===== config.mk =====
export PLATFORM = sky130hd
export DESIGN_NAME = soft_switches
export DESIGN_NICKNAME = d
export VERILOG_FILES = /design/src/source/apple_mem_pkg.sv /design/src/source/soft_switches.sv
export VERILOG_INCLUDE_DIRS = /design/src /design/src/source
export SDC_FILE = /design/constraint.sdc
export NUM_CORES = 1
export LEC_CHECK = 0
export BUFFER_PORTS_ARGS = -buffer_cell sky130_fd_sc_hd__buf_4
export CORE_AREA = 2 2 54 56
export DETAILED_ROUTE_END_ITERATION = 7
export DIE_AREA = 0 0 56 58
export PLACE_DENSITY = 0.73
export SLEW_MARGIN = 40
export SYNTH_ARGS = -nofsm -noshare
export SYNTH_HDL_FRONTEND = slang
export SYNTH_SLANG_ARGS = --single-unit

===== constraint.sdc =====
create_clock -name a2bus_if -period 1.9 [get_ports a2bus_if]
set_clock_uncertainty 0.15 [all_clocks]
set_input_delay 0.285 -clock a2bus_if [delete_from_list [all_inputs] [get_ports a2bus_if]]
set_output_delay 0.285 -clock a2bus_if [all_outputs]
set_load 0.02 [all_outputs]

===== src/source/apple_mem_settings.svh =====
`ifndef APPLE_MEM_SETTINGS_SVH
`define APPLE_MEM_SETTINGS_SVH

// Soft switch pages, compared against addr[15:4]
`define A2_SW_II_PAGE    12'hC05
`define A2_SW_IIE_PAGE   12'hC00

// Single address registers and strobes
`define A2_STATE_ADDR    16'hC068
`define A2_CFFF_ADDR     16'hCFFF
`define A2_KBD_ADDR      16'hC000
`define A2_KBD_CLR_ADDR  16'hC010

// Word address widths of the shadow RAMs
`define TEXT_RAM_AW      10
`define HIRES_RAM_AW     12

// TEXT_MODE in bit 0 and AN3 in bit 7
`define SW_II_RESET      8'h81

`endif

===== src/source/apple_mem_pkg.sv =====
`include "apple_mem_settings.svh"

package apple_mem_pkg;

    // Plain vectors with a fixed meaning
    typedef logic [15:0] a2_addr_t;
    typedef logic [7:0]  a2_data_t;
    typedef logic [31:0] ram_word_t;
    typedef logic [3:0]  byte_en_t;
    typedef logic [2:0]  slot_t;

    // One clock's view of the Apple II bus
    typedef struct packed {
        a2_addr_t addr;
        a2_data_t data;
        logic     rw_n;
        logic     data_in_strobe;
        logic     phi1_posedge;
        logic     m2sel_n;
        logic     m2b0;
    } a2_bus_t;

    // Bit n is the switch selected by addr[3:1] == n at $C05x
    typedef struct packed {
        logic an3;
        logic an2;
        logic an1;
        logic an0;
        logic hires_mode;
        logic page2;
        logic mixed_mode;
        logic text_mode;
    } sw_ii_t;

    // Same bit order for the IIe switches at $C00x
    typedef struct packed {
        logic altchar;
        logic col80;
        logic slotc3rom;
        logic altzp;
        logic intcxrom;
        logic ramwrt;
        logic ramrd;
        logic store80;
    } sw_iie_t;

    // Write request for one shadow RAM, narrower RAMs use the low address bits
    typedef struct packed {
        logic                     enable;
        logic [`HIRES_RAM_AW-1:0] addr;
        byte_en_t                 byte_en;
    } ram_write_t;

endpackage


===== src/source/soft_switches.sv =====
`timescale 1ns/1ps
`include "apple_mem_settings.svh"

module soft_switches (
    input  logic                   a2bus_if,
    input  logic                   rst_i,
    input  apple_mem_pkg::a2_bus_t bus_i,
    output apple_mem_pkg::sw_ii_t  sw_ii_o,
    output apple_mem_pkg::sw_iie_t sw_iie_o,
    output apple_mem_pkg::slot_t   slotrom_o,
    output logic                   intc8rom_o
);
    import apple_mem_pkg::*;

    logic       bus_cycle;
    logic       ii_access;
    logic       iie_write;
    logic       state_write;
    logic       cfff_access;
    logic       slot_access;
    logic       c3_access;
    logic [7:0] sw_ii_bits;
    logic [7:0] sw_iie_bits;
    sw_ii_t     sw_ii_q;
    sw_ii_t     sw_ii_d;
    sw_iie_t    sw_iie_q;
    sw_iie_t    sw_iie_d;
    slot_t      slotrom_q;
    logic       intc8rom_q;

    // ------------------------------
    // Address decode
    // ------------------------------

    // Switches are sampled once per bus cycle, on the phi1 edge
    assign bus_cycle   = bus_i.phi1_posedge && !bus_i.m2sel_n;
    assign ii_access   = bus_cycle && (bus_i.addr[15:4] == `A2_SW_II_PAGE);
    assign iie_write   = bus_cycle && !bus_i.rw_n && (bus_i.addr[15:4] == `A2_SW_IIE_PAGE);
    assign state_write = bus_cycle && !bus_i.rw_n && (bus_i.addr == `A2_STATE_ADDR);
    assign cfff_access = bus_cycle && (bus_i.addr == `A2_CFFF_ADDR);
    // $C100 to $C7FF
    assign slot_access = bus_cycle && (bus_i.addr[15:11] == 5'b11000) &&
                         (bus_i.addr[10:8] != 3'd0);
    assign c3_access   = (bus_i.addr[15:8] == 8'hC3);

    // ------------------------------
    // Switch next state
    // ------------------------------

    always_comb begin
        sw_ii_bits = sw_ii_q;
        sw_ii_bits[bus_i.addr[3:1]] = bus_i.addr[0];
        sw_ii_d = sw_ii_q;
        if (ii_access) begin
            sw_ii_d = sw_ii_t'(sw_ii_bits);
        end else if (state_write) begin
            sw_ii_d.page2 = bus_i.data[6];
        end
    end

    always_comb begin
        sw_iie_bits = sw_iie_q;
        sw_iie_bits[bus_i.addr[3:1]] = bus_i.addr[0];
        sw_iie_d = sw_iie_q;
        if (iie_write) begin
            sw_iie_d = sw_iie_t'(sw_iie_bits);
        end else if (state_write) begin
            // State register carries the memory paging bits
            sw_iie_d.ramrd    = bus_i.data[5];
            sw_iie_d.ramwrt   = bus_i.data[4];
            sw_iie_d.intcxrom = bus_i.data[0];
        end
    end

    always_ff @(posedge a2bus_if) begin
        if (rst_i) begin
            sw_ii_q  <= sw_ii_t'(`SW_II_RESET);
            sw_iie_q <= '0;
        end else begin
            sw_ii_q  <= sw_ii_d;
            sw_iie_q <= sw_iie_d;
        end
    end

    // ------------------------------
    // Slot ROM and $C8 ROM
    // ------------------------------

    always_ff @(posedge a2bus_if) begin
        if (rst_i) begin
            slotrom_q  <= '0;
            intc8rom_q <= 1'b0;
        end else if (cfff_access) begin
            slotrom_q  <= '0;
            intc8rom_q <= 1'b0;
        end else if (slot_access) begin
            slotrom_q <= bus_i.addr[10:8];
            // Slot 3 maps the internal firmware when its slot ROM is off
            if (c3_access && !sw_iie_q.slotc3rom) begin
                intc8rom_q <= 1'b1;
            end
        end
    end

    assign sw_ii_o    = sw_ii_q;
    assign sw_iie_o   = sw_iie_q;
    assign slotrom_o  = slotrom_q;
    assign intc8rom_o = intc8rom_q;

endmodule


* After elaboration in Yosys (flattened, before gate mapping)
Index checks and enable logic that the tools add are counted.
** Storage, ports and cells
- Flip-flop bits (word level) :: 20
- Output and inout bits :: 20
- Input bits :: 31
** Cells by class
- $lt $le $gt $ge :: 2
- Eq/ne operators :: 6
- Reductions and logical operators :: 18
- Multiplexer cells :: 8
** Operators with widths (number)
- $eq A16 B16 Y1 const B :: 2
- $eq A12 B12 Y1 const B :: 2
- $bwmux W8 :: 2
- $logic_and A1 B1 Y1 :: 10
- $eq A8 B8 Y1 const B :: 1
- $mux W3 :: 2
- $eq A5 B5 Y1 const B :: 1
- $lt A3 B4 Y1 const B :: 1
- $reduce_bool A2 Y1 :: 2
- $demux W1 S3 :: 1
- $ge A3 B1 Y1 const B :: 1
- $logic_not A1 Y1 :: 3
- $mux W1 :: 3
- $reduce_bool A3 Y1 :: 1
- $reduce_and A2 Y1 :: 1
- $reduce_or A2 Y1 :: 1

* Logic depth before layout (Yosys ltp)
- Depth after elaboration :: 6
- Depth in mapped cells :: 6
- Depth with buffers taken out :: 5

* Worst setup path before layout
Ideal clock, no wire load.
- Path type :: in2reg
- Start point :: in bus_i[1] in the netlist's numbering
- End point :: reg sw_iie_q, in the netlist sw_iie_o[0]
- Slack :: 0.209 ns
- Cell stages on the path :: 6
- Arrival time :: 1.413 ns
- Buffers on the path :: 1
- Setup time :: 0.128 ns
- Data required time :: 1.622 ns
- Cells stage by stage :: nor4b_4 -> and4_1 -> buf_6 -> and4b_1 -> mux2i_1 -> nor2_1
** On the way
- Word-level cells in the longest chain between the ends :: 4
** Ends and longest elaborated chain
- start, declared :: line soft_switches.sv:7 : input apple_mem_pkg::a2_bus_t bus_i,
- $logic_not A1 Y1 :: line soft_switches.sv:36 : assign bus_cycle = bus_i.phi1_posedge && !bus_i.m2sel_n;
- $logic_and A1 B1 Y1 :: line soft_switches.sv:36
- $logic_and A1 B1 Y1 (2 in series) :: line soft_switches.sv:38 : assign iie_write = bus_cycle && !bus_i.rw_n && (bus_i.addr[15:4] == `A2_SW_IIE_PAGE);
- end signal, assigned :: line soft_switches.sv:81 : sw_iie_q <= sw_iie_d;
- end, declared :: line soft_switches.sv:26 : sw_iie_t sw_iie_q;
No other way between the ends.
A chain may end at the register's enable or synchronous reset.

* Worst setup path after layout
- Start point :: in bus_i[1] in the netlist's numbering
- End point :: reg sw_ii_q, in the netlist sw_ii_o[2]
** On the way
- Word-level cells in the longest chain between the ends :: 5
- Elaborated cells on any way between the ends :: 7
- Those cells by class :: 1 x mux; 6 x reduce/logical
** Ends and longest elaborated chain
- $logic_not A1 Y1 * :: line soft_switches.sv:36
- $logic_and A1 B1 Y1 * :: line soft_switches.sv:36
- $logic_and A1 B1 Y1 (2 in series) :: line soft_switches.sv:39 : assign state_write = bus_cycle && !bus_i.rw_n && (bus_i.addr == `A2_STATE_ADDR);
- $reduce_bool A2 Y1 (no line)
- end signal, assigned :: line soft_switches.sv:77 : sw_ii_q <= sw_ii_t'(`SW_II_RESET);
- end signal, assigned :: line soft_switches.sv:80 : sw_ii_q <= sw_ii_d;
- end, declared :: line soft_switches.sv:24 : sw_ii_t sw_ii_q;
Every way passes the cells marked *; elsewhere a longest branch is shown, timed or not.

==> impl_metrics.json <==
{
  "status": "complete, no violations",
  "cts.sinks": 20,
  "grt_pass1_wl_mm": 4.68,
  "clkSlewWorstSetupHoldPaths_ps": 110,
  "slowest_delay_ps": 390,
  "drv_slew": 0,
  "num_vias": 1099,
  "slew_headroom_pct": 71.9,
  "startpoint_type": "input pin",
  "io_buffer_count": 44,
  "setup_viol": 0,
  "grt_pass1_vias": 1076,
  "power_density_mw_per_mm2": 471,
  "hold_path_class": "input pin to register",
  "seq_area_frac_synth_pct": 35.3,
  "period_share_pct": 84.4,
  "timing.final.crit_period_ps": 1600,
  "end_kind": "register",
  "ctsResizeCount": 0,
  "r2r_setup_slack_ps": 1000,
  "n_antenna_cell": 0,
  "critical_path_required_ps": 1960,
  "syn_to_final_growth_pct": 36.2,
  "drive_gt1_share_pct": 35.2,
  "via_per_inst": 5.16,
  "timing.rr.start": "sw_iie_o[5]",
  "synth-seq-cells": 20,
  "reg2reg_depth": 3,
  "cts_made_buffers": 3,
  "drc": 0,
  "place_congestion": 0.839,
  "dieWidth_um": 56,
  "cts_tree": "yes",
  "cp_top_family": "simple AND/OR/NAND/NOR gates",
  "worstSkewPairLatency_ps": 290,
  "avgSynthCellArea_um2": 8.47,
  "cts.path.max_buffers": 2,
  "io_pins": 51,
  "hold_start": "rst_i",
  "die_y_um": 58,
  "hold_path_depth": 2,
  "core-area_mm2": 0.00266,
  "reg2reg_to": "intc8rom_o",
  "layout_commonest_cell": "buf_4",
  "crit_arrival_ps": 1670,
  "grt_max_degree": 18,
  "cts_hold_buffers": 0,
  "drt_first_iter_violations": 41,
  "wl_per_cell_um": 12.8,
  "synthCells": 134,
  "tightest_slew_ps": 417,
  "root_buffer": "clkbuf_4",
  "grt_use_total_pct": 17.8,
  "tns_ps": 0,
  "cp_cell_sequence": "buf_4 > nor4b_4 > and4_1 > a32o_2 > nor2_1 > a311oi_2",
  "antenna_left": 0,
  "nNetsFinal": 215,
  "post_cts_buffers": 0,
  "firstDrtPassIters": 4,
  "hold_viol_final": 0,
  "hold_end": "sw_ii_o[4]",
  "cp_max_fo": 7,
  "timing.fmax_mhz": 623,
  "dieArea_mm2": 0.00325,
  "timing_worst_setup_path_type": "input pin to register",
  "critPathSlowestCell": "and4_1",
  "final_cell_mix": "buf_4 (52), nor2_1 (22), dfxtp_1 (20)",
  "worst-path-buf-inv": 1,
  "ir_drop_mv": 0.367,
  "rsz0062_at_grt": "false",
  "antenna_found_initial": 0,
  "hpwl_mm": 2.19,
  "leakagePower_nw": 0.692,
  "synth_area_mm2": 0.00113,
  "cts_htree_levels": 1,
  "yosysWarnings": 0,
  "globalRouteOverflowTotal": 0,
  "routed_wl_mm": 2.73,
  "start_util_pct": 42.6,
  "drv_cap": 0,
  "row_count": 19,
  "synth_cell_type_count": 34,
  "hold_ws_ps": 120,
  "synth_nets": 165
}
[cell usage after synthesis]
| cell | number | share of area [%] |
|---|---|---|
| a211oi_1 | 3 | 2.0 |
| a21boi_2 | 1 | 0.99 |
| a21oi_1 | 6 | 2.6 |
| a22oi_1 | 1 | 0.66 |
| a311oi_2 | 1 | 1.3 |
| a32o_2 | 1 | 0.99 |
| and2_1 | 2 | 1.1 |
| and3_1 | 1 | 0.55 |
| and3b_1 | 3 | 2.3 |
| and4_1 | 2 | 1.5 |
| and4b_1 | 1 | 0.88 |
| buf_2 | 3 | 1.3 |
| buf_4 | 1 | 0.66 |
| buf_6 | 1 | 0.99 |
| clkbuf_1 | 2 | 0.66 |
| dfxtp_1 | 20 | 35 |
| inv_1 | 2 | 0.66 |
| mux2i_1 | 12 | 11 |
| nand2_1 | 16 | 5.3 |
| nand3_1 | 10 | 4.4 |
| nand3b_1 | 1 | 0.66 |
| nand4_1 | 5 | 2.8 |
| nand4_2 | 1 | 1.1 |
| nor2_1 | 22 | 7.3 |
| nor2b_1 | 2 | 1.1 |
| nor3_1 | 3 | 1.3 |
| nor3_2 | 1 | 0.88 |
| nor3b_1 | 1 | 0.66 |
| nor3b_4 | 1 | 1.7 |
| nor4_1 | 1 | 0.55 |
| nor4_4 | 1 | 1.9 |
| nor4b_4 | 1 | 2.1 |
| o21ai_0 | 4 | 1.8 |
| o41ai_2 | 1 | 1.4 |
[sequential cells by signal (all words and copies together), names as in the netlist]
name and count:
sw_ii_o 8, slotrom_o 3, sw_iie_o 8, intc8rom_o 1
[power breakdown]
group	leakage [nW]	switching, mW	internal (mW)
registers	0.161	0.000130	0.419
logic	0.517	0.0580	0.0537
clock network	0.0138	0.123	0.0738
total	0.692	0.181	0.547
[cell families (layout without fill, tap and decap cells)]
family	Yosys count	count (layout)	share of synthesized area, %
AOI/OAI and AO/OA	18	18	11.8
and+or+nand+nor	75	75	38.0
buffers and inverters	9	57	4.30
DFF	20	20	35.3
muxes	12	12	10.6
[area by class of cell]
class / instances / area (µm²)
fillers: 248 / 1120
multi-input cells: 105 / 686
flip-flops and latches: 20 / 400
repair buffers: 52 / 390
well taps: 31 / 38.8
clock buffers: 3 / 22.5
inverters: 2 / 7.51
[metal layers]
layer / share of wire [%] / vias up / GRT usage [%]
met1: 46 / 496 / 23.0
met4: 0.99 / 0 / 5.10
met3: 2.9 / 2 / 2.68
met2: 50 / 24 / 31.1
li1: - / 577 / -
met5: 0 / - / 0
[how the worst max path moves through the flow]
stage	start	to	slack (ps)	depth (start not counted)
final	bus_i[1]	sw_ii_o[2]	300	6
after global routing	bus_i[21]	sw_iie_o[1]	160	7
after CTS	bus_i[1]	sw_ii_o[2]	280	6
after detailed placement	bus_i[1]	sw_ii_o[2]	-10	6
after global placement	bus_i[1]	sw_iie_o[0]	0.6	6
after floorplan	bus_i[1]	sw_iie_o[0]	210	6
[metrics by stage]
stage               cells  setup slack, ps  cell area (µm²)  total power [mW]  util [%]
floorplan             134              209             1130             0.475         -
global placement      210            0.555             1520             0.538      57.2
detailed placement    210            -13.2             1520             0.541      57.2
CTS                   213              285             1550             0.736      58.0
global route          213              160             1550             0.767      58.0
finish                213              296             1550             0.728      58.0
(Power assumes the default switching activity.)
