### config.mk
export PLATFORM = sky130hd
export DESIGN_NAME = shadow_write_decode
export DESIGN_NICKNAME = d
export VERILOG_FILES = /design/src/source/apple_mem_pkg.sv /design/src/source/shadow_write_decode.sv
export VERILOG_INCLUDE_DIRS = /design/src /design/src/source
export SDC_FILE = /design/constraint.sdc
export NUM_CORES = 1
export LEC_CHECK = 0
export ABC_AREA = 1
export BUFFER_PORTS_ARGS = -buffer_cell sky130_fd_sc_hd__buf_2
export CAP_MARGIN = 40
export CORE_MARGIN = 2
export CORE_UTILIZATION = 29
export DETAILED_ROUTE_END_ITERATION = 8
export GPL_TIMING_DRIVEN = 0
export MAX_ROUTING_LAYER = met4
export PLACE_DENSITY = 0.86
export SYNTH_ARGS = -nofsm -noshare
export SYNTH_HDL_FRONTEND = slang
export SYNTH_SLANG_ARGS = --single-unit
### constraint.sdc
create_clock -name vclk -period 1.53
set_input_delay 0.306 -clock vclk [all_inputs]
set_output_delay 0.306 -clock vclk [all_outputs]
set_load 0.01 [all_outputs]
### src/source/apple_mem_settings.svh
`ifndef APPLE_MEM_SETTINGS_SVH
`define APPLE_MEM_SETTINGS_SVH

// Soft switch pages, compared against addr[15:4]
`define A2_SW_II_PAGE    12'hC05
`define A2_SW_IIE_PAGE   12'hC00

// Single address registers and strobes
`define A2_STATE_ADDR    16'hC068
`define A2_CFFF_ADDR     16'hCFFF
`define A2_KBD_ADDR      16'hC000
`define A2_KBD_CLR_ADDR  16'hC010

// Word address widths of the shadow RAMs
`define TEXT_RAM_AW      10
`define HIRES_RAM_AW     12

// TEXT_MODE in bit 0 and AN3 in bit 7
`define SW_II_RESET      8'h81

`endif
### src/source/apple_mem_pkg.sv
`include "apple_mem_settings.svh"

package apple_mem_pkg;

    // Plain vectors with a fixed meaning
    typedef logic [15:0] a2_addr_t;
    typedef logic [7:0]  a2_data_t;
    typedef logic [31:0] ram_word_t;
    typedef logic [3:0]  byte_en_t;
    typedef logic [2:0]  slot_t;

    // One clock's view of the Apple II bus
    typedef struct packed {
        a2_addr_t addr;
        a2_data_t data;
        logic     rw_n;
        logic     data_in_strobe;
        logic     phi1_posedge;
        logic     m2sel_n;
        logic     m2b0;
    } a2_bus_t;

    // Bit n is the switch selected by addr[3:1] == n at $C05x
    typedef struct packed {
        logic an3;
        logic an2;
        logic an1;
        logic an0;
        logic hires_mode;
        logic page2;
        logic mixed_mode;
        logic text_mode;
    } sw_ii_t;

    // Same bit order for the IIe switches at $C00x
    typedef struct packed {
        logic altchar;
        logic col80;
        logic slotc3rom;
        logic altzp;
        logic intcxrom;
        logic ramwrt;
        logic ramrd;
        logic store80;
    } sw_iie_t;

    // Write request for one shadow RAM, narrower RAMs use the low address bits
    typedef struct packed {
        logic                     enable;
        logic [`HIRES_RAM_AW-1:0] addr;
        byte_en_t                 byte_en;
    } ram_write_t;

endpackage

### src/source/shadow_write_decode.sv
`timescale 1ns/1ps

module shadow_write_decode (
    input  apple_mem_pkg::a2_bus_t    bus_i,
    input  apple_mem_pkg::sw_ii_t     sw_ii_i,
    input  apple_mem_pkg::sw_iie_t    sw_iie_i,
    output logic                      aux_mem_o,
    output apple_mem_pkg::ram_write_t text_wr_o,
    output apple_mem_pkg::ram_write_t hires_main_wr_o,
    output apple_mem_pkg::ram_write_t hires_aux_wr_o,
    output apple_mem_pkg::a2_data_t   wr_byte_o
);
    import apple_mem_pkg::*;

    logic        write_strobe;
    logic        cpu_write;
    logic        aux_mem;
    logic        e1;
    logic        text_range;
    logic        hires_range;
    logic [11:0] text_offset;
    logic [13:0] hires_offset;

    // One-hot lane enable from the low two offset bits
    function automatic byte_en_t lane_enable(input logic [1:0] lane);
        byte_en_t be;
        be = '0;
        be[lane] = 1'b1;
        return be;
    endfunction

    assign write_strobe = bus_i.data_in_strobe && !bus_i.rw_n;
    assign cpu_write    = !bus_i.rw_n;

    // ------------------------------
    // Main or aux bank
    // ------------------------------

    always_comb begin
        if ((bus_i.addr[15:9] == 7'b0000000) || (bus_i.addr[15:14] == 2'b11)) begin
            // Zero page, stack and the language card area
            aux_mem = sw_iie_i.altzp;
        end else if (bus_i.addr[15:10] == 6'b000001) begin
            // Text page 1
            aux_mem = (sw_iie_i.store80 && sw_ii_i.page2) ||
                      (!sw_iie_i.store80 && sw_iie_i.ramwrt && cpu_write);
        end else if (bus_i.addr[15:13] == 3'b001) begin
            // Hires page 1
            aux_mem = (sw_iie_i.store80 && sw_ii_i.page2 && sw_ii_i.hires_mode) ||
                      ((!sw_iie_i.store80 || !sw_ii_i.hires_mode) &&
                       sw_iie_i.ramwrt && cpu_write);
        end else begin
            aux_mem = sw_iie_i.ramwrt && cpu_write;
        end
    end

    assign aux_mem_o = aux_mem;
    assign e1        = aux_mem || bus_i.m2b0;

    // ------------------------------
    // Ranges and offsets
    // ------------------------------

    // $0400-$0BFF and $2000-$5FFF
    assign text_range  = (bus_i.addr[15:10] == 6'b000001) || (bus_i.addr[15:10] == 6'b000010);
    assign hires_range = (bus_i.addr[15:13] == 3'b001) || (bus_i.addr[15:13] == 3'b010);

    // Text bytes interleave main and aux, so the bank is the lowest offset bit
    assign text_offset  = {~bus_i.addr[10], bus_i.addr[9:0], e1};
    assign hires_offset = 14'(bus_i.addr - 16'h2000);

    always_comb begin
        text_wr_o.enable  = write_strobe && text_range;
        text_wr_o.addr    = {2'b00, text_offset[11:2]};
        text_wr_o.byte_en = lane_enable(text_offset[1:0]);

        hires_main_wr_o.enable  = write_strobe && hires_range && !e1;
        hires_main_wr_o.addr    = hires_offset[13:2];
        hires_main_wr_o.byte_en = lane_enable(hires_offset[1:0]);

        hires_aux_wr_o.enable  = write_strobe && hires_range && e1;
        hires_aux_wr_o.addr    = hires_offset[13:2];
        hires_aux_wr_o.byte_en = lane_enable(hires_offset[1:0]);
    end

    assign wr_byte_o = bus_i.data;

endmodule

# After elaboration in Yosys (flattened, before gate mapping)
# Cells that the tools add are included.
# word_totals
register_bits,0
word_cells,44
output_inout_bits,60
input_bits,45
# op_classes
muxes,7
n_reduce_logical,26
addsub,1
eq_ne,5
bitwise_logic,1
n_lt_le_gt_ge,4
# op_table
op,count
1-bit logical AND,14
14-bit subtractor (second input constant),1
7-bit logical NOT,1
1-bit logical OR,7
6-bit by 1-bit == test with 1-bit output (second input constant),1
6-bit by 2-bit == test with 1-bit output (second input constant),1
2-bit by 3-bit less-than comparator with 1-bit output (second input constant),2
1-bit two-way mux,5
1-bit demux with 2-bit select,2
2-bit by 1-bit >= comparator with 1-bit output (second input constant),2
1-bit logical NOT,4
3-bit by 1-bit == test with 1-bit output (second input constant),1
3-bit by 2-bit == test with 1-bit output (second input constant),1
2-bit == test (second input constant),1
1-bit inverter,1

# Logic depth before layout (Yosys ltp)
# Gate-level depths: netlist of the first run.
# logic_depth
depth_word,13
depth_mapped,11

# Worst setup path before layout of the first run
# OpenSTA, ideal clock, no wires.
# synth_timing
path_kind,input -> output
start,input port bus_i[23] in the netlist's numbering
end,output port hires_main_wr_o[16] in the netlist's numbering
arrival_time_ps,1003
n_path_buf,0
cell_stages,9
path_slack_ps,221
t_required_ps,1224
path_cell_list,nor2_1 -> nand2_2 -> nor2_2 -> nor2_1 -> nand2_2 -> inv_2 -> nand2_4 -> nand3_4 -> nor2_2
# synth_lines
element,line_no,rtl
"start, declared",shadow_write_decode.sv:4,"input apple_mem_pkg::a2_bus_t bus_i,"
"end, declared",shadow_write_decode.sv:9,"output apple_mem_pkg::ram_write_t hires_main_wr_o,"

==> summary.md, run 1 <==
| Metric | Value |
|---|---|
| CORE AREA | 0.00198 sq mm |
| Final #Nets | 227 |
| Synth warn | 0 |
| GRT Overall Usage | 12.5% |
| Crit end category | output pin |
| Final Cycle Share | 107% |
| Die Span X | about 50 um |
| First-pass GRT wire length | 2570 um |
| Final min period | about 1600 ps |
| Seq_cells | 0 |
| Post-DR wirelength/cell | 7.95 um |
| Fill cells | 213 |
| Power Dens Cells | roughly 280 mW/mm^2 |
| Final setup fails | 7 |
| Critical path peak fanout | 6 |
| Crit path kind | in -> out |
| Vias | approximately 760 |
| DPL Wire Length | 1420 um |
| Max stage delay on crit path | 150 ps |
| Status | complete, but fails checks |
| Post-synthesis cell count | 101 |
| Final instance area | 0.00114 sq mm |
| Port buffer count | 75 |
| Yosys cell types | 16 |
| Slowest cell on crit path | nor2_4 |
| Register area share after synthesis | 0% |
| Failing checks | negative setup slack |
| Worst hold path class | in -> out |
| Fin. Hold Viols | 0 |
| Area grow syn2layout | 85.9% |
| Initial antenna violation count | 0 |
| Reg area | 0 sq um |
| Worst setup margin | -107 ps |
| CP Data Arrival Time | 1330 ps |
| Initial detailed-routing violation count | 1 |
| Kind of start point of the critical path | input pin |
| Initial Util | 30.9% |
| N_diodes | 0 |
| Leak Pwr | 0.743 nW |
| DR pass1 iterations | 4 |
| Via density | 3.68 |
| Overflow after GRT | 0 |
| Slew Viols, Final | 0 |
| Total die area | 0.00249 sq mm |
| Max frequency | 611 MHz |
| Clock buffer count in the final layout | 0 |
| Die Y | roughly 50 um |
| Layout cells sized above 1 | 81.7% |
| Synthesized area | approximately 600 sq um |
| Post-DRT Antenna Nets | 0 |
| Crit-path cells | buf_8, nor2_4, nand2_2, nor2_4, nor2_2, nand2_2, inv_2, nand2_4, nand3_4, nor2_2, buf_2 |
| RSZ-0062 raised after global routing | yes |
| Syn_area_per_cell | between 6 and 7 sq um |
| Worst VDD drop | roughly 190 uV |
| Worst path required time | 1220 ps |
| Vias in the first global route | 688 |
| Drt drc | 0 |
| Max-cap viol count | 0 |
| Total Wirelength | 1650 um |
| Number of core rows | 16 |
| DP Worst Slack | -106 ps |
| Post-placement cell area | 0.00102 sq mm |
| GPL Wtd Cong | 0.703 |
| I/O pin count | ~110 |
| Pin count of the biggest net entering global routing | 7 |
-- critical path: cells and delay by family --
kind                   cells  cell delay, ps
buffers and inverters      3             280
and+or+nand+nor            8             740
-- stage by stage --
| stage | std cells | utilization (%) | power (mW) | hold WS, ps | setup TNS [ps] |
|---|---|---|---|---|---|
| finish | 207 | 57.4 | 0.319 | 795 | -476 |
| global route | 207 | 57.4 | 0.345 | 797 | -1080 |
| CTS | 207 | 55.1 | 0.312 | 796 | -345 |
| detailed placement | 204 | 51.7 | 0.294 | 796 | -527 |
| global placement | 204 | 51.7 | 0.289 | 796 | -421 |
| floorplan | 102 | - | 0.183 | 640 | 0 |
-- report_power, final --
part           switching, mW  internal (mW)  leakage [nW]  total (mW)
clock                      0              0             0           0
combinational          0.142          0.177         0.743       0.319
sequential                 0              0             0           0
-- cell type report --
type | count | area [sq um] | area share (%)
Buffer | 46 | 345 | 30.4
Tap cell | 27 | 33.8 | 2.97
Inverter | 15 | 56.3 | 4.95
Timing Repair Buffer | 78 | 435 | 38.3
Multi-Input combinational cell | 41 | 267 | 23.4
-- logic make-up (layout without fill, tap and decap cells) --
| group | count (synthesis) | in the layout | share of synthesized area (%) |
|---|---|---|---|
| buf+inv | 61 | 139 | 65.6 |
| simple gates | 36 | 36 | 30.7 |
| compound gates | 2 | 2 | 1.63 |
| other cells | 1 | 2 | 0.613 |
| xor+xnor | 1 | 1 | 1.43 |
-- synthesized netlist by cell type, drive strengths merged --
master / number / area, sq um
buf: 46 / 345
nand2: 18 / 82.6
inv: 15 / 56.3
nor2: 14 / 72.6
nand3: 3 / 27.5
a21oi: 1 / 5.00
conb: 1 / 3.75
nor3: 1 / 5.00
o21ai: 1 / 5.00
xnor2: 1 / 8.76
-- per-layer routing --
metal | routed length, um | track usage, % | share of wire, %
met1 | 526 | 12.3 | 32
met2 | 994 | 27.3 | 60
met3 | 124 | 0 | 7.5
met4 | 0 | 0.926 | 0
met5 | 0 | - | 0
-- worst paths after layout --
kind,cells after the start,slack [ps],startpoint,to
setup / recovery,11,-110,bus_i[28],text_wr_o[0]
hold / removal,2,790,bus_i[11],wr_byte_o[6]
-- layout by cell type, fill, tap and decap left out, drive strengths merged --
cell | synthesis | layout
xnor2 | 1 | 1
a21oi | 1 | 1
nand3 | 3 | 3
buf | 46 | 124
inv | 15 | 15
o21ai | 1 | 1
nand2 | 18 | 18
nor3 | 1 | 1
nor2 | 14 | 14
conb | 1 | 2
-- repair_timing --
item                       4_1_cts  5_1_grt
buffers inserted                 3        0
setup endpoints to repair        6        8
gates cloned                     0        0
resized for setup               13       12
hold buffers                     0        0
pin swaps                        5        8
Note: power is estimated with default switching activity, not from simulation.
==> inputs of run 2 (changes only) <==
Settings changed: CORE_MARGIN 2 to 8, SKIP_LAST_GASP from default to 1.
==> run 2 against run 1 <==
The run still ends with negative setup slack left. Die area grew 54%. Setup slack gained 16 ps. Routed wire length grew 30%. First-iteration DRC count grew to 18 times the previous value. Count of clock-buffer cells in the layout is the same. Critical endpoint is now hires_aux_wr_o[16]. Largest power group unchanged.
==> summary.md, run 2 (synthesis results as in run 1) <==
| Metric | Value |
|---|---|
| Reg area | 0 sq um (unchanged) |
| Final #Nets | 225 (-0.88%) |
| Final setup fails | 6 (-1) |
| Die Y | 61.9 um (+24%) |
| Clock buffer count in the final layout | 0 (unchanged) |
| Worst hold path class | in -> out |
| Hold buffers post-CTS | 0 (unchanged) |
| GPL Wtd Cong | 0.710 (+0.90%) |
| Overall Power | 0.321 mW (+0.60%) |
| Max-cap viol count | 0 (unchanged) |
| Final Cycle Share | 106% (-1.0 points) |
| Initial Util | 30.9% (unchanged) |
| Post-DR wirelength/cell | 10.4 um (+31%) |
| N_diodes | 0 (unchanged) |
| Number of core rows | 16 (unchanged) |
| Fin. Hold Viols | 0 (unchanged) |
| Via density | 3.78 (+2.7%) |
| Failing checks | negative setup slack |
| Initial antenna violation count | 0 (unchanged) |
| Switching Fraction | 45.7% (+1.3 points) |
| GRT Overall Usage | 8.78% (-3.7 points) |
| First-pass GRT wire length | 2690 um (+4.9%) |
| Kind of start point of the critical path | input pin |
| Vias in the first global route | 699 (+1.6%) |
| Crit-path most repeated cell | nand2_2 |
| Overflow after GRT | 0 (unchanged) |
| Power Dens Cells | 286 mW/mm^2 (+1.8%) |
| Final Util | 56.7% (-0.69 points) |
| WP buf/inv | 4 (+1) |
| I/O pin count | 105 (unchanged) |
| Slew Viols, Final | 0 (unchanged) |
| RSZ-0062 raised after global routing | yes |
| Crit path kind | in -> out |
| Clk pwr share | 0% (unchanged) |
| Pin count of the biggest net entering global routing | 7 (unchanged) |
| Initial detailed-routing violation count | 18 (+17) |
| NetSw | 0.147 mW (+3.5%) |
| Total Wirelength | 2130 um (+30%) |
| CP Data Arrival Time | 1310 ps (-20 ps) |
| Total die area | 0.00384 sq mm (+54%) |
| DR pass1 iterations | 4 (unchanged) |
| Slowest cell on crit path | nor2_4 |
| DPL Wire Length | 1900 um (+34%) |
| Internal Power | 0.174 mW (-1.7%) |
| Most frequent cells in the layout | buf_2, buf_4, inv_1, nand2_1, nand2_2 |
| Worst path required time | 1220 ps (about the same) |
| Critical path's top delay family | simple AND/OR/NAND/NOR gates |
| Post-DRT Antenna Nets | 0 (unchanged) |
| Layout cells sized above 1 | 82.6% (+0.92 points) |
| Reg power frac | 0% (unchanged) |
| Max stage delay on crit path | 150 ps (about the same) |
| Drt drc | 0 (unchanged) |
| Area grow syn2layout | 83.6% |
| Leak Pwr | 0.729 nW (-1.8%) |
| Commonest non-fill, non-tap cell in the layout | buf_2 |
| Die Span X | 61.9 um (+24%) |
| Logic pwr share | 100.0% (about the same) |
| Port buffer count | 75 (unchanged) |
| Vias | 774 (+1.7%) |
| Seq_cells | 0 (unchanged) |
| Status | complete, but fails checks |
| Worst VDD drop | 168 uV (-9.5%) |
| Final min period | 1620 ps (-16.1 ps) |
| Crit-path cells | buf_8, nor2_4, nand2_2, nor2_4, nor2_2, nand2_2, inv_2, nand2_4, nand3_4, nand2_2, inv_2, buf_6 |
| Critical path peak fanout | 6 (unchanged) |
| Worst setup margin | -90.9 ps (+16.1 ps) |
| Max frequency | 617 MHz (+0.99%) |
| Crit end category | output pin |
| CORE AREA | 0.00198 sq mm (unchanged) |
run 2: changes by cell type in the layout (fill, tap and decap cells not counted):
cell     change
buf_4        -3
inv_1        -2
inv_2        +2
buf_6        +1
nand2_1      -1
nand2_2      +1
nor3_1       +1
nor3_2       -1
run 2: what timing repair did:
| item | 4_1_cts | 5_1_grt |
|---|---|---|
| gates cloned | 0 | 0 |
| setup buffers | 0 | 1 |
| resized for setup | 9 | 17 |
| setup endpoints to repair | 6 | 7 |
| pin swaps | 8 | 12 |
run 2: path summary, 6_finish.rpt:
| path | from | endpoint | slack [ps] | cells after the start |
|---|---|---|---|---|
| setup / recovery | bus_i[27] | hires_aux_wr_o[16] | -90 | 12 |
| hold / removal | bus_i[10] | wr_byte_o[5] | 800 | 2 |
run 2: area by class of cell:
type               instances  area, sq um
repair buffers            76          424
well taps                 27         33.8
inverters                 15         56.3
plain buffers             46          345
multi-input cells         41          264
fillers                  203          858
run 2: power by group through the flow:
| stage | clock [mW] | combinational, mW | sequential, mW |
|---|---|---|---|
| global route | 0 | 0.348 | 0 |
| CTS | 0 | 0.310 | 0 |
| floorplan | 0 | 0.183 | 0 |
| finish | 0 | 0.321 | 0 |
| global placement | 0 | 0.296 | 0 |
| detailed placement | 0 | 0.300 | 0 |
run 2: metrics by stage:
step | worst slack [ps] | instances | hold slack (ps) | TNS, ps | instance area, sq um
6_report | -90.9 | 205 | 798 | -495 | 1120
5_1_grt | -184 | 205 | 804 | -1050 | 1120
4_1_cts | -73.8 | 204 | 800 | -382 | 1060
3_5_place_dp | -87.7 | 204 | 800 | -461 | 1020
3_3_place_gp | -86.4 | 204 | 799 | -424 | 1020
2_1_floorplan | 221 | 102 | 640 | 0 | 616
run 2: metal layers:
layer / global-route usage, % / part of all wire [%]
met5: - / 0
met4: 0 / 0
met3: 0.823 / 8.8
met2: 18.9 / 58
met1: 8.45 / 33
