$ cat src/source/apple_mem_settings.svh
`ifndef APPLE_MEM_SETTINGS_SVH
`define APPLE_MEM_SETTINGS_SVH

// Soft switch pages, compared against addr[15:4]
`define A2_SW_II_PAGE    12'hC05
`define A2_SW_IIE_PAGE   12'hC00

// Single address registers and strobes
`define A2_STATE_ADDR    16'hC068
`define A2_CFFF_ADDR     16'hCFFF
`define A2_KBD_ADDR      16'hC000
`define A2_KBD_CLR_ADDR  16'hC010

// Word address widths of the shadow RAMs
`define TEXT_RAM_AW      10
`define HIRES_RAM_AW     12

// TEXT_MODE in bit 0 and AN3 in bit 7
`define SW_II_RESET      8'h81

`endif
$ cat src/source/apple_mem_pkg.sv
`include "apple_mem_settings.svh"

package apple_mem_pkg;

    // Plain vectors with a fixed meaning
    typedef logic [15:0] a2_addr_t;
    typedef logic [7:0]  a2_data_t;
    typedef logic [31:0] ram_word_t;
    typedef logic [3:0]  byte_en_t;
    typedef logic [2:0]  slot_t;

    // One clock's view of the Apple II bus
    typedef struct packed {
        a2_addr_t addr;
        a2_data_t data;
        logic     rw_n;
        logic     data_in_strobe;
        logic     phi1_posedge;
        logic     m2sel_n;
        logic     m2b0;
    } a2_bus_t;

    // Bit n is the switch selected by addr[3:1] == n at $C05x
    typedef struct packed {
        logic an3;
        logic an2;
        logic an1;
        logic an0;
        logic hires_mode;
        logic page2;
        logic mixed_mode;
        logic text_mode;
    } sw_ii_t;

    // Same bit order for the IIe switches at $C00x
    typedef struct packed {
        logic altchar;
        logic col80;
        logic slotc3rom;
        logic altzp;
        logic intcxrom;
        logic ramwrt;
        logic ramrd;
        logic store80;
    } sw_iie_t;

    // Write request for one shadow RAM, narrower RAMs use the low address bits
    typedef struct packed {
        logic                     enable;
        logic [`HIRES_RAM_AW-1:0] addr;
        byte_en_t                 byte_en;
    } ram_write_t;

endpackage

$ cat src/source/keyboard_latch.sv
`timescale 1ns/1ps
`include "apple_mem_settings.svh"

module keyboard_latch (
    input  logic                    a2bus_if,
    input  logic                    rst_i,
    input  apple_mem_pkg::a2_bus_t  bus_i,
    output apple_mem_pkg::a2_data_t keycode_o,
    output logic                    keypress_strobe_o
);
    import apple_mem_pkg::*;

    logic     kbd_read;
    logic     kbd_clear;
    a2_data_t keycode_q;
    logic     strobe_q;

    assign kbd_read  = bus_i.data_in_strobe && bus_i.rw_n && (bus_i.addr == `A2_KBD_ADDR);
    // Clear happens on reads and writes alike
    assign kbd_clear = bus_i.data_in_strobe && (bus_i.addr == `A2_KBD_CLR_ADDR);

    always_ff @(posedge a2bus_if) begin
        if (rst_i) begin
            keycode_q <= '0;
            strobe_q  <= 1'b0;
        end else begin
            strobe_q <= 1'b0;
            if (kbd_read) begin
                // New key only while the previous one is acknowledged
                if (bus_i.data[7] && !keycode_q[7]) begin
                    keycode_q <= bus_i.data;
                    strobe_q  <= 1'b1;
                end
            end else if (kbd_clear) begin
                keycode_q[7] <= 1'b0;
            end
        end
    end

    assign keycode_o         = keycode_q;
    assign keypress_strobe_o = strobe_q;

endmodule

$ cat config.mk
export PLATFORM = sky130hd
export DESIGN_NAME = keyboard_latch
export DESIGN_NICKNAME = d
export VERILOG_FILES = /design/src/source/apple_mem_pkg.sv /design/src/source/keyboard_latch.sv
export VERILOG_INCLUDE_DIRS = /design/src /design/src/source
export SDC_FILE = /design/constraint.sdc
export NUM_CORES = 1
export LEC_CHECK = 0
export BUFFER_PORTS_ARGS = -buffer_cell sky130_fd_sc_hd__buf_2
export CAP_MARGIN = 25
export CORE_AREA = 4 4 41 43
export CTS_CLUSTER_DIAMETER = 120
export DETAILED_ROUTE_END_ITERATION = 10
export DIE_AREA = 0 0 45 47
export PLACE_DENSITY = 0.78
export SKIP_CTS_REPAIR_TIMING = 1
export SLEW_MARGIN = 25
export SYNTH_ARGS = -nofsm -noshare
export SYNTH_HDL_FRONTEND = slang
export SYNTH_SLANG_ARGS = --single-unit
$ cat constraint.sdc
create_clock -name a2bus_if -period 2.6 [get_ports a2bus_if]
set_input_delay 0.52 -clock a2bus_if [delete_from_list [all_inputs] [get_ports a2bus_if]]
set_output_delay 0.52 -clock a2bus_if [all_outputs]
set_load 0.02 [all_outputs]
Yosys cells after proc, flatten, opt, wreduce, memory -nomap -nowiden --
Index checks and enable logic that the tools add are counted.
Cells by class: equal/unequal tests 3, mux-type cells 4, bitwise logic cells 1, reductions and logical operators 9
Operators with widths (count):
- $eq 16x16->1 const B | 2
- $mux 8 | 1
- $logic_and 1x1->1 | 4
- $reduce_and 2->1 | 2
- $mux 1 | 3
- $ne 2x1->1 const B | 1
- $reduce_bool 2->1 | 1
- $reduce_or 2->1 | 1
- $logic_not 1->1 | 1
- $not 1->1 | 1
Word-level totals: bits in registers 9, bits of input ports 31, output and inout bits 9, word-level logic and storage cells 20

Longest topological paths before layout --
Gate-level depths: netlist (run 1).
depth in word-level cells 4, gate-level depth with buffers 5, mapped depth without buffers 4

Least setup slack after synthesis (run 1) --
OpenSTA, ideal clock, no wires.
kind in2reg, start point input bus_i[18] (netlist bit), end point register keycode_q[0] (netlist: keycode_o[0]), setup time 122 ps, data arrival time 1848 ps, required time 2478 ps, path slack 630 ps, stages 5, path buffers 1, cell sequence or4_4 > nor4_4 > and2_1 > buf_6 > o21ai_0
Between the ends: cells in the longest elaborated chain, start to end 3
Ends and longest elaborated chain:
- start, declared | line keyboard_latch.sv:7 | input apple_mem_pkg::a2_bus_t bus_i,
- $eq 16x16->1 (no line)
- $logic_and 1x1->1 | line keyboard_latch.sv:18 | assign kbd_read = bus_i.data_in_strobe && bus_i.rw_n && (bus_i.addr == `A2_KBD_ADDR);
- $reduce_and 2->1 (no line)
- end signal, assigned | line keyboard_latch.sv:31 | keycode_q <= bus_i.data;
- end, declared | line keyboard_latch.sv:15 | a2_data_t keycode_q;
No other way between the ends. A chain may end at the register's enable or synchronous reset.

Worst setup path in the final report (run 1) --
start point input bus_i[18] (netlist bit), end point register keycode_q[2] (netlist: keycode_o[2])
Same word-level chain as after synthesis.

==> impl_metrics.ini, run 1 <==
[cts]
tritoncts = yes
cts.sinks = 9
htree_levels = 1
cts.path.max_buffers = 2
clkLatencyLatePin_ps = 250
cts_root_buffer = clkbuf_4
cts_buffers = 3
path_clk_slew_ps = 60

[detailed_routing]
via_per_inst = 4.918
ant_nets = 0
wirelength_microns = 1138
avgRoutedWirePerCell_microns = 11.73
drc = 0
vias = 477
drt_pass1_iterations = 4
drt-initial-drc-count = 7

[finish]
antennaDiodeCount = 0
area.growth.synth_to_final_pct = 50.86
drive_gt1_share_pct = 53.66
fin_nets = 114
fin_area_sq_um = 656.9

[hold_path]
hold_path.class = flip-flop to flip-flop
min_from = keycode_o[4]
hold_depth = 2
holdPathEnd = keycode_o[4]

[pwr]
ir_drop_mv = 0.1607
powerDensity_nw_per_um2 = 420.6
leakage_uw = 0.0003184

[global_route]
grt_usage_pct = 11.11
met1_usage_pct = 14.52
use_met3_pct = 2.299
grt_pass1_wl_microns = 1711
grt_max_degree = 17
antenna_found_initial = 0
busiest_layer = met2
gr-usage-met2_pct = 17.51
grt_pass1_vias = 426
grt-ovfl-total = 0

[worst_setup_path]
path_cells = buf_2 -> or4_4 -> nor4_4 -> and2_1 -> o21ai_0
rr_startpoint = keycode_o[7]
reg2reg_setup_slack_ps = 1270
cpPeakStageDelay_ps = 530
end_kind = flip-flop
critPathArrivalTime_ps = 1890
r2r-end = keycode_o[2]
timing.setup.critical_path_class = primary input to flip-flop
ff2ff_path_depth = 4
path_max_fanout = 9
worstPathRequired_ps = 2730
cp-start-kind = primary input
crit_path_top_delay_cell = or4_4

[run_status]
status = finished clean

[timing]
worstMarginPinSlew_ps = 277.9
hold_viol = 0
slew_viol_final = 0
relSlewSlack_pct = 81.48
rsz0062_at_grt = false
finalCritPeriodShare_pct = 67.66
clock.fmax_mhz = 568.4
min_period_ps = 1759
clock_skew_ps = 2.476
tns_ps = 0
setup_viol = 0

[synth]
synth_seq_cells = 9
syn_area_sq_um = 435.4
syn-num-nets = 74
yosysSeqAreaShare_pct = 41.38
ys_types = 15
avgSynthCellArea_sq_um = 10.13
yosys_warnings = 0
postSynthCellCount = 43

[floorplan]
start_util_pct = 33.46
row_count = 13
dieArea_sq_um = 2115
coreArea_sq_um = 1301
die_h_microns = 47
die_x_microns = 45
boundaryPins = 40

[placed_design]
placed_cell_area_sq_um = 630.6
portBuffers = 36
place_congestion = 0.6896

[job]
max_cap_violations = 0
## kinds of logic after synthesis
group / after synthesis / synth area share, %
flops: 9 / 41.38
buf+inv: 3 / 4.311
compound gates: 9 / 10.92
simple gates: 22 / 43.39
## worst max-delay path by stage
stage	start	to	cells past startpoint
after floorplan	bus_i[18]	keycode_o[0]	5
after global placement	bus_i[18]	keycode_o[2]	5
after detailed placement	bus_i[18]	keycode_o[2]	5
after CTS	bus_i[18]	keycode_o[2]	5
after global routing	bus_i[18]	keycode_o[2]	5
final	bus_i[18]	keycode_o[2]	5
## report_power, final
| group | internal, uW | switching (uW) |
|---|---|---|
| sequential | 138 | 0.000158 |
| combinational | 20.6 | 10.8 |
| clock | 59.1 | 47.9 |
## worst max-delay path: cells and delay by family
kind	cells	cell delay (ps)
buffers and inverters	1	90
and+or+nand+nor	3	1130
AOI/OAI and AO/OA	1	140
## registers in the layout (all words and copies together), names as in the netlist
signal / cells
keycode_o: 8
keypress_strobe_o: 1
## synth_stat cells (all sizes together)
master	count	area, sq um
a21oi	1	5.000
and2	1	6.260
and2b	1	7.510
buf	1	11.26
clkbuf	2	7.510
dfxtp	9	180.2
nand2b	7	43.79
nand4b	8	70.07
nor4	1	21.27
nor4bb	1	10.01
o21a	1	7.510
o21ai	7	35.03
or4	3	30.03
## routing by layer
layer	part of all wire (%)	routed length, microns
met1	41	461
met2	43	486
met3	17	190
met4	0	0
met5	0	0
## per-stage QoR
stage / std cells / setup slack (ps) / util [%] / hold slack [ps] / power [uW]
finish: 97 / 840.8 / 50.48 / 470.2 / 276.3
global route: 97 / 784.8 / 50.48 / 483.3 / 288.9
CTS: 97 / 840.1 / 50.48 / 471.1 / 280.4
detailed placement: 93 / 560.0 / 48.46 / 460.9 / 172.7
global placement: 93 / 574.5 / 48.46 / 453.9 / 171.7
floorplan: 43 / 629.8 / - / 539.8 / 150.8
## area by class of cell
type / instances / area (sq um)
clock buffers: 4 / 26.28
fillers: 135 / 644.4
multi-input cells: 31 / 236.5
flip-flops and latches: 9 / 180.2
well taps: 15 / 18.77
repair buffers: 38 / 195.2
## layout by cell type, fill, tap and decap left out
cell and instances:
buf_2 36, o21ai_0 6, or4_1 1, o21ai_1 1, clkbuf_1 1, or4_4 2
nor4bb_1 1, nand2b_1 7, o21a_1 1, buf_4 2, and2_1 1, nand4b_1 8
nor4_4 1, a21oi_1 1, dfxtp_1 9, and2b_1 1, clkbuf_4 3
No activity file was read; power rests on OpenSTA's default activity.
==> inputs of run 2 (changes only) <==
- ABC_AREA: not set -> 1
- CORE_AREA: 4 4 41 43 -> not set
- CORE_MARGIN: not set -> 4
- CORE_UTILIZATION: not set -> 32
- DIE_AREA: 0 0 45 47 -> not set
- PLACE_DENSITY: 0.78 -> 0.77
- clock period: 2.6 -> 1.59 ns (I/O delays scaled with it)
==> run 2 against run 1 <==
  * Flip-flop and latch count is the same
  * Clock power grew 65%
  * Highest routed layer is now met4
  * Largest power group unchanged
  * Combinational power grew 60%
  * First-iteration DRC count shrank 43%
  * Sequential power grew 63%
  * Synthesized cell count grew 79%
  * Die area grew 2.9%
  * Utilization grew 0.77 points
  * Power grew 64%
==> impl_metrics.ini, run 2 <==
[pwr]
total_power_uw = 452.3
ir_drop_mv = 0.2854
powerDensity_nw_per_um2 = 653.7
leakage_uw = 0.0004294

[worst_setup_path]
crit_buf_inv = 0
end_kind = flip-flop
crit_family = simple AND/OR/NAND/NOR gates
cp-start-kind = flip-flop
crit_path_top_delay_cell = dfxtp_1
crit_start = keycode_o[7]
worstPathRequired_ps = 1790
cpPeakStageDelay_ps = 320
path_cells = nor2_1 -> nand2_1 -> nor2_2 -> nand3_4 -> nand2_1 -> nand2_1 -> nor2_1
crit_top_cell = nand2_1
path_max_fanout = 16
timing.setup.critical_path_class = flip-flop to flip-flop
rr_startpoint = keycode_o[7]
critPathArrivalTime_ps = 1330

[cts]
cts_root_buffer = clkbuf_4
tritoncts = yes
cts.path.max_buffers = 2
clkLatencyLatePin_ps = 260
cts.sinks = 9
cts_buffers = 3
htree_levels = 1
path_clk_slew_ps = 60

[timing]
worstMarginPinSlew_ps = 215.8
tns_ps = 0
min_period_ps = 1132
rsz0062_at_grt = false
setup_viol = 0
clock_skew_ps = 0.2234
clock.fmax_mhz = 883.3
slew_viol_final = 0
hold_viol = 0
finalCritPeriodShare_pct = 71.20
relSlewSlack_pct = 85.60

[detailed_routing]
drt-initial-drc-count = 4
drc = 0
wirelength_microns = 1212
vias = 563
ant_nets = 0
drt_pass1_iterations = 2
via_per_inst = 4.298
avgRoutedWirePerCell_microns = 9.252

[synth]
ys.flop_type = dfxtp_1
syn-num-nets = 108
ys_types = 12
postSynthCellCount = 77
yosys-top-cells-count = nand2_1, nor2_1, inv_1
yosys.area.top_type = dfxtp_1
syn_area_sq_um = 478.0
synth_edf_count = 0
ys_top_cells_by_area = dfxtp_1, nand2_1, nor2_1, inv_1, nor2_2
avgSynthCellArea_sq_um = 6.207
yosysTopAreaCellShare_pct = 37.70
synth_seq_cells = 9
yosysSeqAreaShare_pct = 37.70
async_flop_share_pct = 0
yosys_warnings = 0

[finish]
antennaDiodeCount = 0
largest_reg_flops = 8
final_common_cell = buf_2
multiInputGateArea_sq_um = 230.2
drive_gt1_share_pct = 38.79
register_area_sq_um = 180.2
fin_nets = 148
fillers = 142
layout_common_cells = buf_2, nor2_1, nand2_1
area.growth.synth_to_final_pct = 44.76

[placed_design]
place_congestion = 0.7154
portBuffers = 36
post-dp-hpwl_microns = 1015

[run_status]
status = finished clean

[job]
max_cap_violations = 0

[hold_path]
hold_path.class = primary input to flip-flop
min_from = rst_i

[global_route]
grt_max_degree = 17
grt_pass1_wl_microns = 2014
grt_usage_pct = 12.94
grt-ovfl-total = 0
grt_pass1_vias = 550
antenna_found_initial = 0

[floorplan]
row_count = 13
start_util_pct = 35.40
die_x_microns = 46.65
coreArea_sq_um = 1350
boundaryPins = 40
dieArea_sq_um = 2176
die_h_microns = 46.65
run 2: cells by family after synthesis:
| kind of cell | synth area share, % |
|---|---|
| flip-flops | 37.70 |
| AO/OA/AOI/OAI | 1.046 |
| AND/OR/NAND/NOR | 47.12 |
| buffers and inverters | 14.14 |
run 2: area by class of cell:
type	count	share of cell area [%]
clock buffer	4	3.797
tap	15	2.712
multi-input combinational	52	33.27
sequential	9	26.04
inverter	15	8.137
timing repair buffer	36	26.04
run 2: final timing paths:
check	endpoint	slack [ps]	cells past startpoint
worst min register to register	keycode_o[4]	510	4
worst min-delay path	keypress_strobe_o	240	2
worst max register to register	keycode_o[2]	460	7
worst max-delay path	keycode_o[2]	460	7
run 2: worst register-to-register path: cells and delay by family (launching register included):
kind / cells / cell delay, ps
DFF: 1 / 320
and+or+nand+nor: 7 / 740
run 2: report_power, final:
group          internal, uW  switching (uW)  total, uW
Clock                  96.7            80.0        177
Combinational          28.8            21.4       50.1
Sequential              225        0.000402        225
run 2: per-layer routing:
metal	share of wire (%)	global-route usage, %
met1	33	11.60
met3	5.1	2.344
met4	1.2	4.972
met2	60	27.20
met5	0	0
run 2: per-stage QoR:
| stage | hold WS [ps] | worst slack, ps | instances | cell area [sq um] | util, % |
|---|---|---|---|---|---|
| floorplan | 390.4 | 427.0 | 77 | 478.0 | - |
| global placement | 495.1 | 322.9 | 127 | 665.6 | 49.30 |
| detailed placement | 505.6 | 305.5 | 127 | 665.6 | 49.30 |
| CTS | 228.9 | 442.2 | 131 | 691.9 | 51.25 |
| global route | 233.8 | 268.8 | 131 | 691.9 | 51.25 |
| finish | 236.4 | 457.9 | 131 | 691.9 | 51.25 |
==> inputs of run 3 (changes only) <==
- CORE_UTILIZATION: 32 -> 36
- PLACE_DENSITY: 0.77 -> 0.82
- clock period: 1.59 -> 1.1 ns (I/O delays scaled with it)
==> run 3 against run 2 <==
  * The flow now finishes with violations (setup timing)
  * Flip-flop and latch count is the same
  * Register-to-register slack worse by 480 ps
  * Sequential share of layout area decreased by 1.3 points
  * Via count increased by 3.4%
  * Worst hold slack worse by 87 ps
  * Final area increased by 7.4%
  * Die area down 9.3%
  * Power grew 45%
  * Maximum frequency grew 1.1%
  * Critical endpoint is now keycode_o[6]
  * Largest cell class unchanged
==> impl_metrics.ini, run 3 (synthesis results as in run 2) <==
[floorplan]
coreArea_sq_um = 1171
boundaryPins = 40
dieArea_sq_um = 1974
start_util_pct = 40.81
die_h_microns = 44.44
row_count = 12
die_x_microns = 44.44

[cts]
path_clk_slew_ps = 60
cts.path.max_buffers = 2
clkLatencyLatePin_ps = 260
cts.sinks = 9
cts_root_buffer = clkbuf_4
tritoncts = yes
cts_buffers = 3
htree_levels = 1

[finish]
area.growth.synth_to_final_pct = 55.50
final_cells = 132
fin_nets = 150
utilization_pct = 63.46
largest_reg_flops = 8
final_common_cell = buf_2
drive_gt1_share_pct = 44.92
antennaDiodeCount = 0
fin_area_sq_um = 743.2
fillers = 97
layout_common_cells = buf_2, nand2_1, nor2_1

[hold_path]
min_from = rst_i
holdPathEnd = keypress_strobe_o
hold_path.class = primary input to flip-flop
hold_depth = 2

[timing]
rsz0062_at_grt = true
setup_viol = 1
relSlewSlack_pct = 81.89
worstMarginPinSlew_ps = 271.4
hold_viol = 0
finalCritPeriodShare_pct = 101.8
min_period_ps = 1119
clock_skew_ps = 0.7938
whs_ps = 149.7
slew_viol_final = 0
clock.fmax_mhz = 893.3
fin_ws_ps = -19.45

[worst_setup_path]
r2r-end = keycode_o[6]
crit_buf_inv = 0
worstPathRequired_ps = 1300
path_max_fanout = 8
end_kind = flip-flop
cp-start-kind = flip-flop
timing.setup.critical_path_class = flip-flop to flip-flop
path_cells = nor2_1 -> nand2_1 -> nor2_4 -> nand3_4 -> nand2_1 -> nand2_1 -> nor2_2
cpPeakStageDelay_ps = 340
critPathArrivalTime_ps = 1320
rr_startpoint = keycode_o[7]
ff2ff_path_depth = 7
reg2reg_setup_slack_ps = -20
crit_top_cell = nand2_1
crit_family = simple AND/OR/NAND/NOR gates
crit_path_top_delay_cell = dfxtp_4

[detailed_routing]
via_per_inst = 4.409
drc = 0
dr_wl_met3_microns = 86
ant_nets = 0
vias = 582
wl_met2_microns = 748
drt-initial-drc-count = 8
avgRoutedWirePerCell_microns = 9.992
drt_pass1_iterations = 4
wl_met1_microns = 429
dr.max_layer_used = met4
wirelength_microns = 1319

[placed_design]
dp_cells = 127
post-dp-hpwl_microns = 977
dp_slack_ps = -118.6
placed_cell_area_sq_um = 678.2
place_congestion = 0.7612
portBuffers = 36

[pwr]
leakage_uw = 0.0004347
ir_drop_mv = 0.4564
powerDensity_nw_per_um2 = 882.8

[global_route]
grt_usage_pct = 12.92
antenna_found_initial = 0
grt_pass1_wl_microns = 1883
grt_max_degree = 17
grt_pass1_vias = 517
grt-ovfl-total = 0

[job]
max_cap_violations = 0

[run_status]
violations = setup timing
status = complete, but fails checks
==> run 3: worst max-delay path by stage <==
stage	from	to	slack (ps)	depth (start not counted)
floorplan	keycode_o[7]	keycode_o[3]	-10	7
global placement	bus_i[24]	keycode_o[6]	-70	7
detailed placement	bus_i[24]	keycode_o[6]	-120	8
CTS	keycode_o[7]	keycode_o[6]	-30	7
global route	keycode_o[7]	keycode_o[6]	-110	7
finish	keycode_o[7]	keycode_o[6]	-20	7
==> run 3: layer usage <==
| metal | vias up | GRT usage, % |
|---|---|---|
| met2 | 17 | 22.67 |
| met3 | 7 | 2.033 |
| met5 | - | 0 |
| met1 | 249 | 13.45 |
| li1 | 309 | - |
| met4 | 0 | 10.24 |
==> run 3: final cells by class <==
| type | instances | area, sq um | share of cell area [%] |
|---|---|---|---|
| clock buffers | 4 | 26.28 | 3.535 |
| repair buffers | 37 | 193.9 | 26.09 |
| multi-input cells | 53 | 265.3 | 35.69 |
| well taps | 14 | 17.52 | 2.357 |
| flip-flops and latches | 9 | 183.9 | 24.75 |
| inverters | 15 | 56.30 | 7.576 |
==> run 3: per-stage QoR <==
| stage | total power, uW | setup TNS, ps |
|---|---|---|
| after floorplan | 352.9 | -66.74 |
| after global placement | 400.6 | -335.5 |
| after detailed placement | 403.6 | -813.2 |
| after CTS | 656.5 | -85.04 |
| after global routing | 686.3 | -433.9 |
| final | 656.1 | -19.45 |
==> run 3: where the power goes <==
| group | internal (uW) | total (uW) | leakage (uW) | switching [uW] |
|---|---|---|---|---|
| registers | 323 | 323 | 0.0000733 | 0.000552 |
| logic | 42.1 | 76.3 | 0.000346 | 34.3 |
| clock network | 140 | 256 | 0.0000150 | 116 |
==> run 3: worst reg2reg max path: cells and delay by family (launching register included) <==
kind / cells / cell delay [ps]
and+or+nand+nor: 7 / 730
DFF: 1 / 340
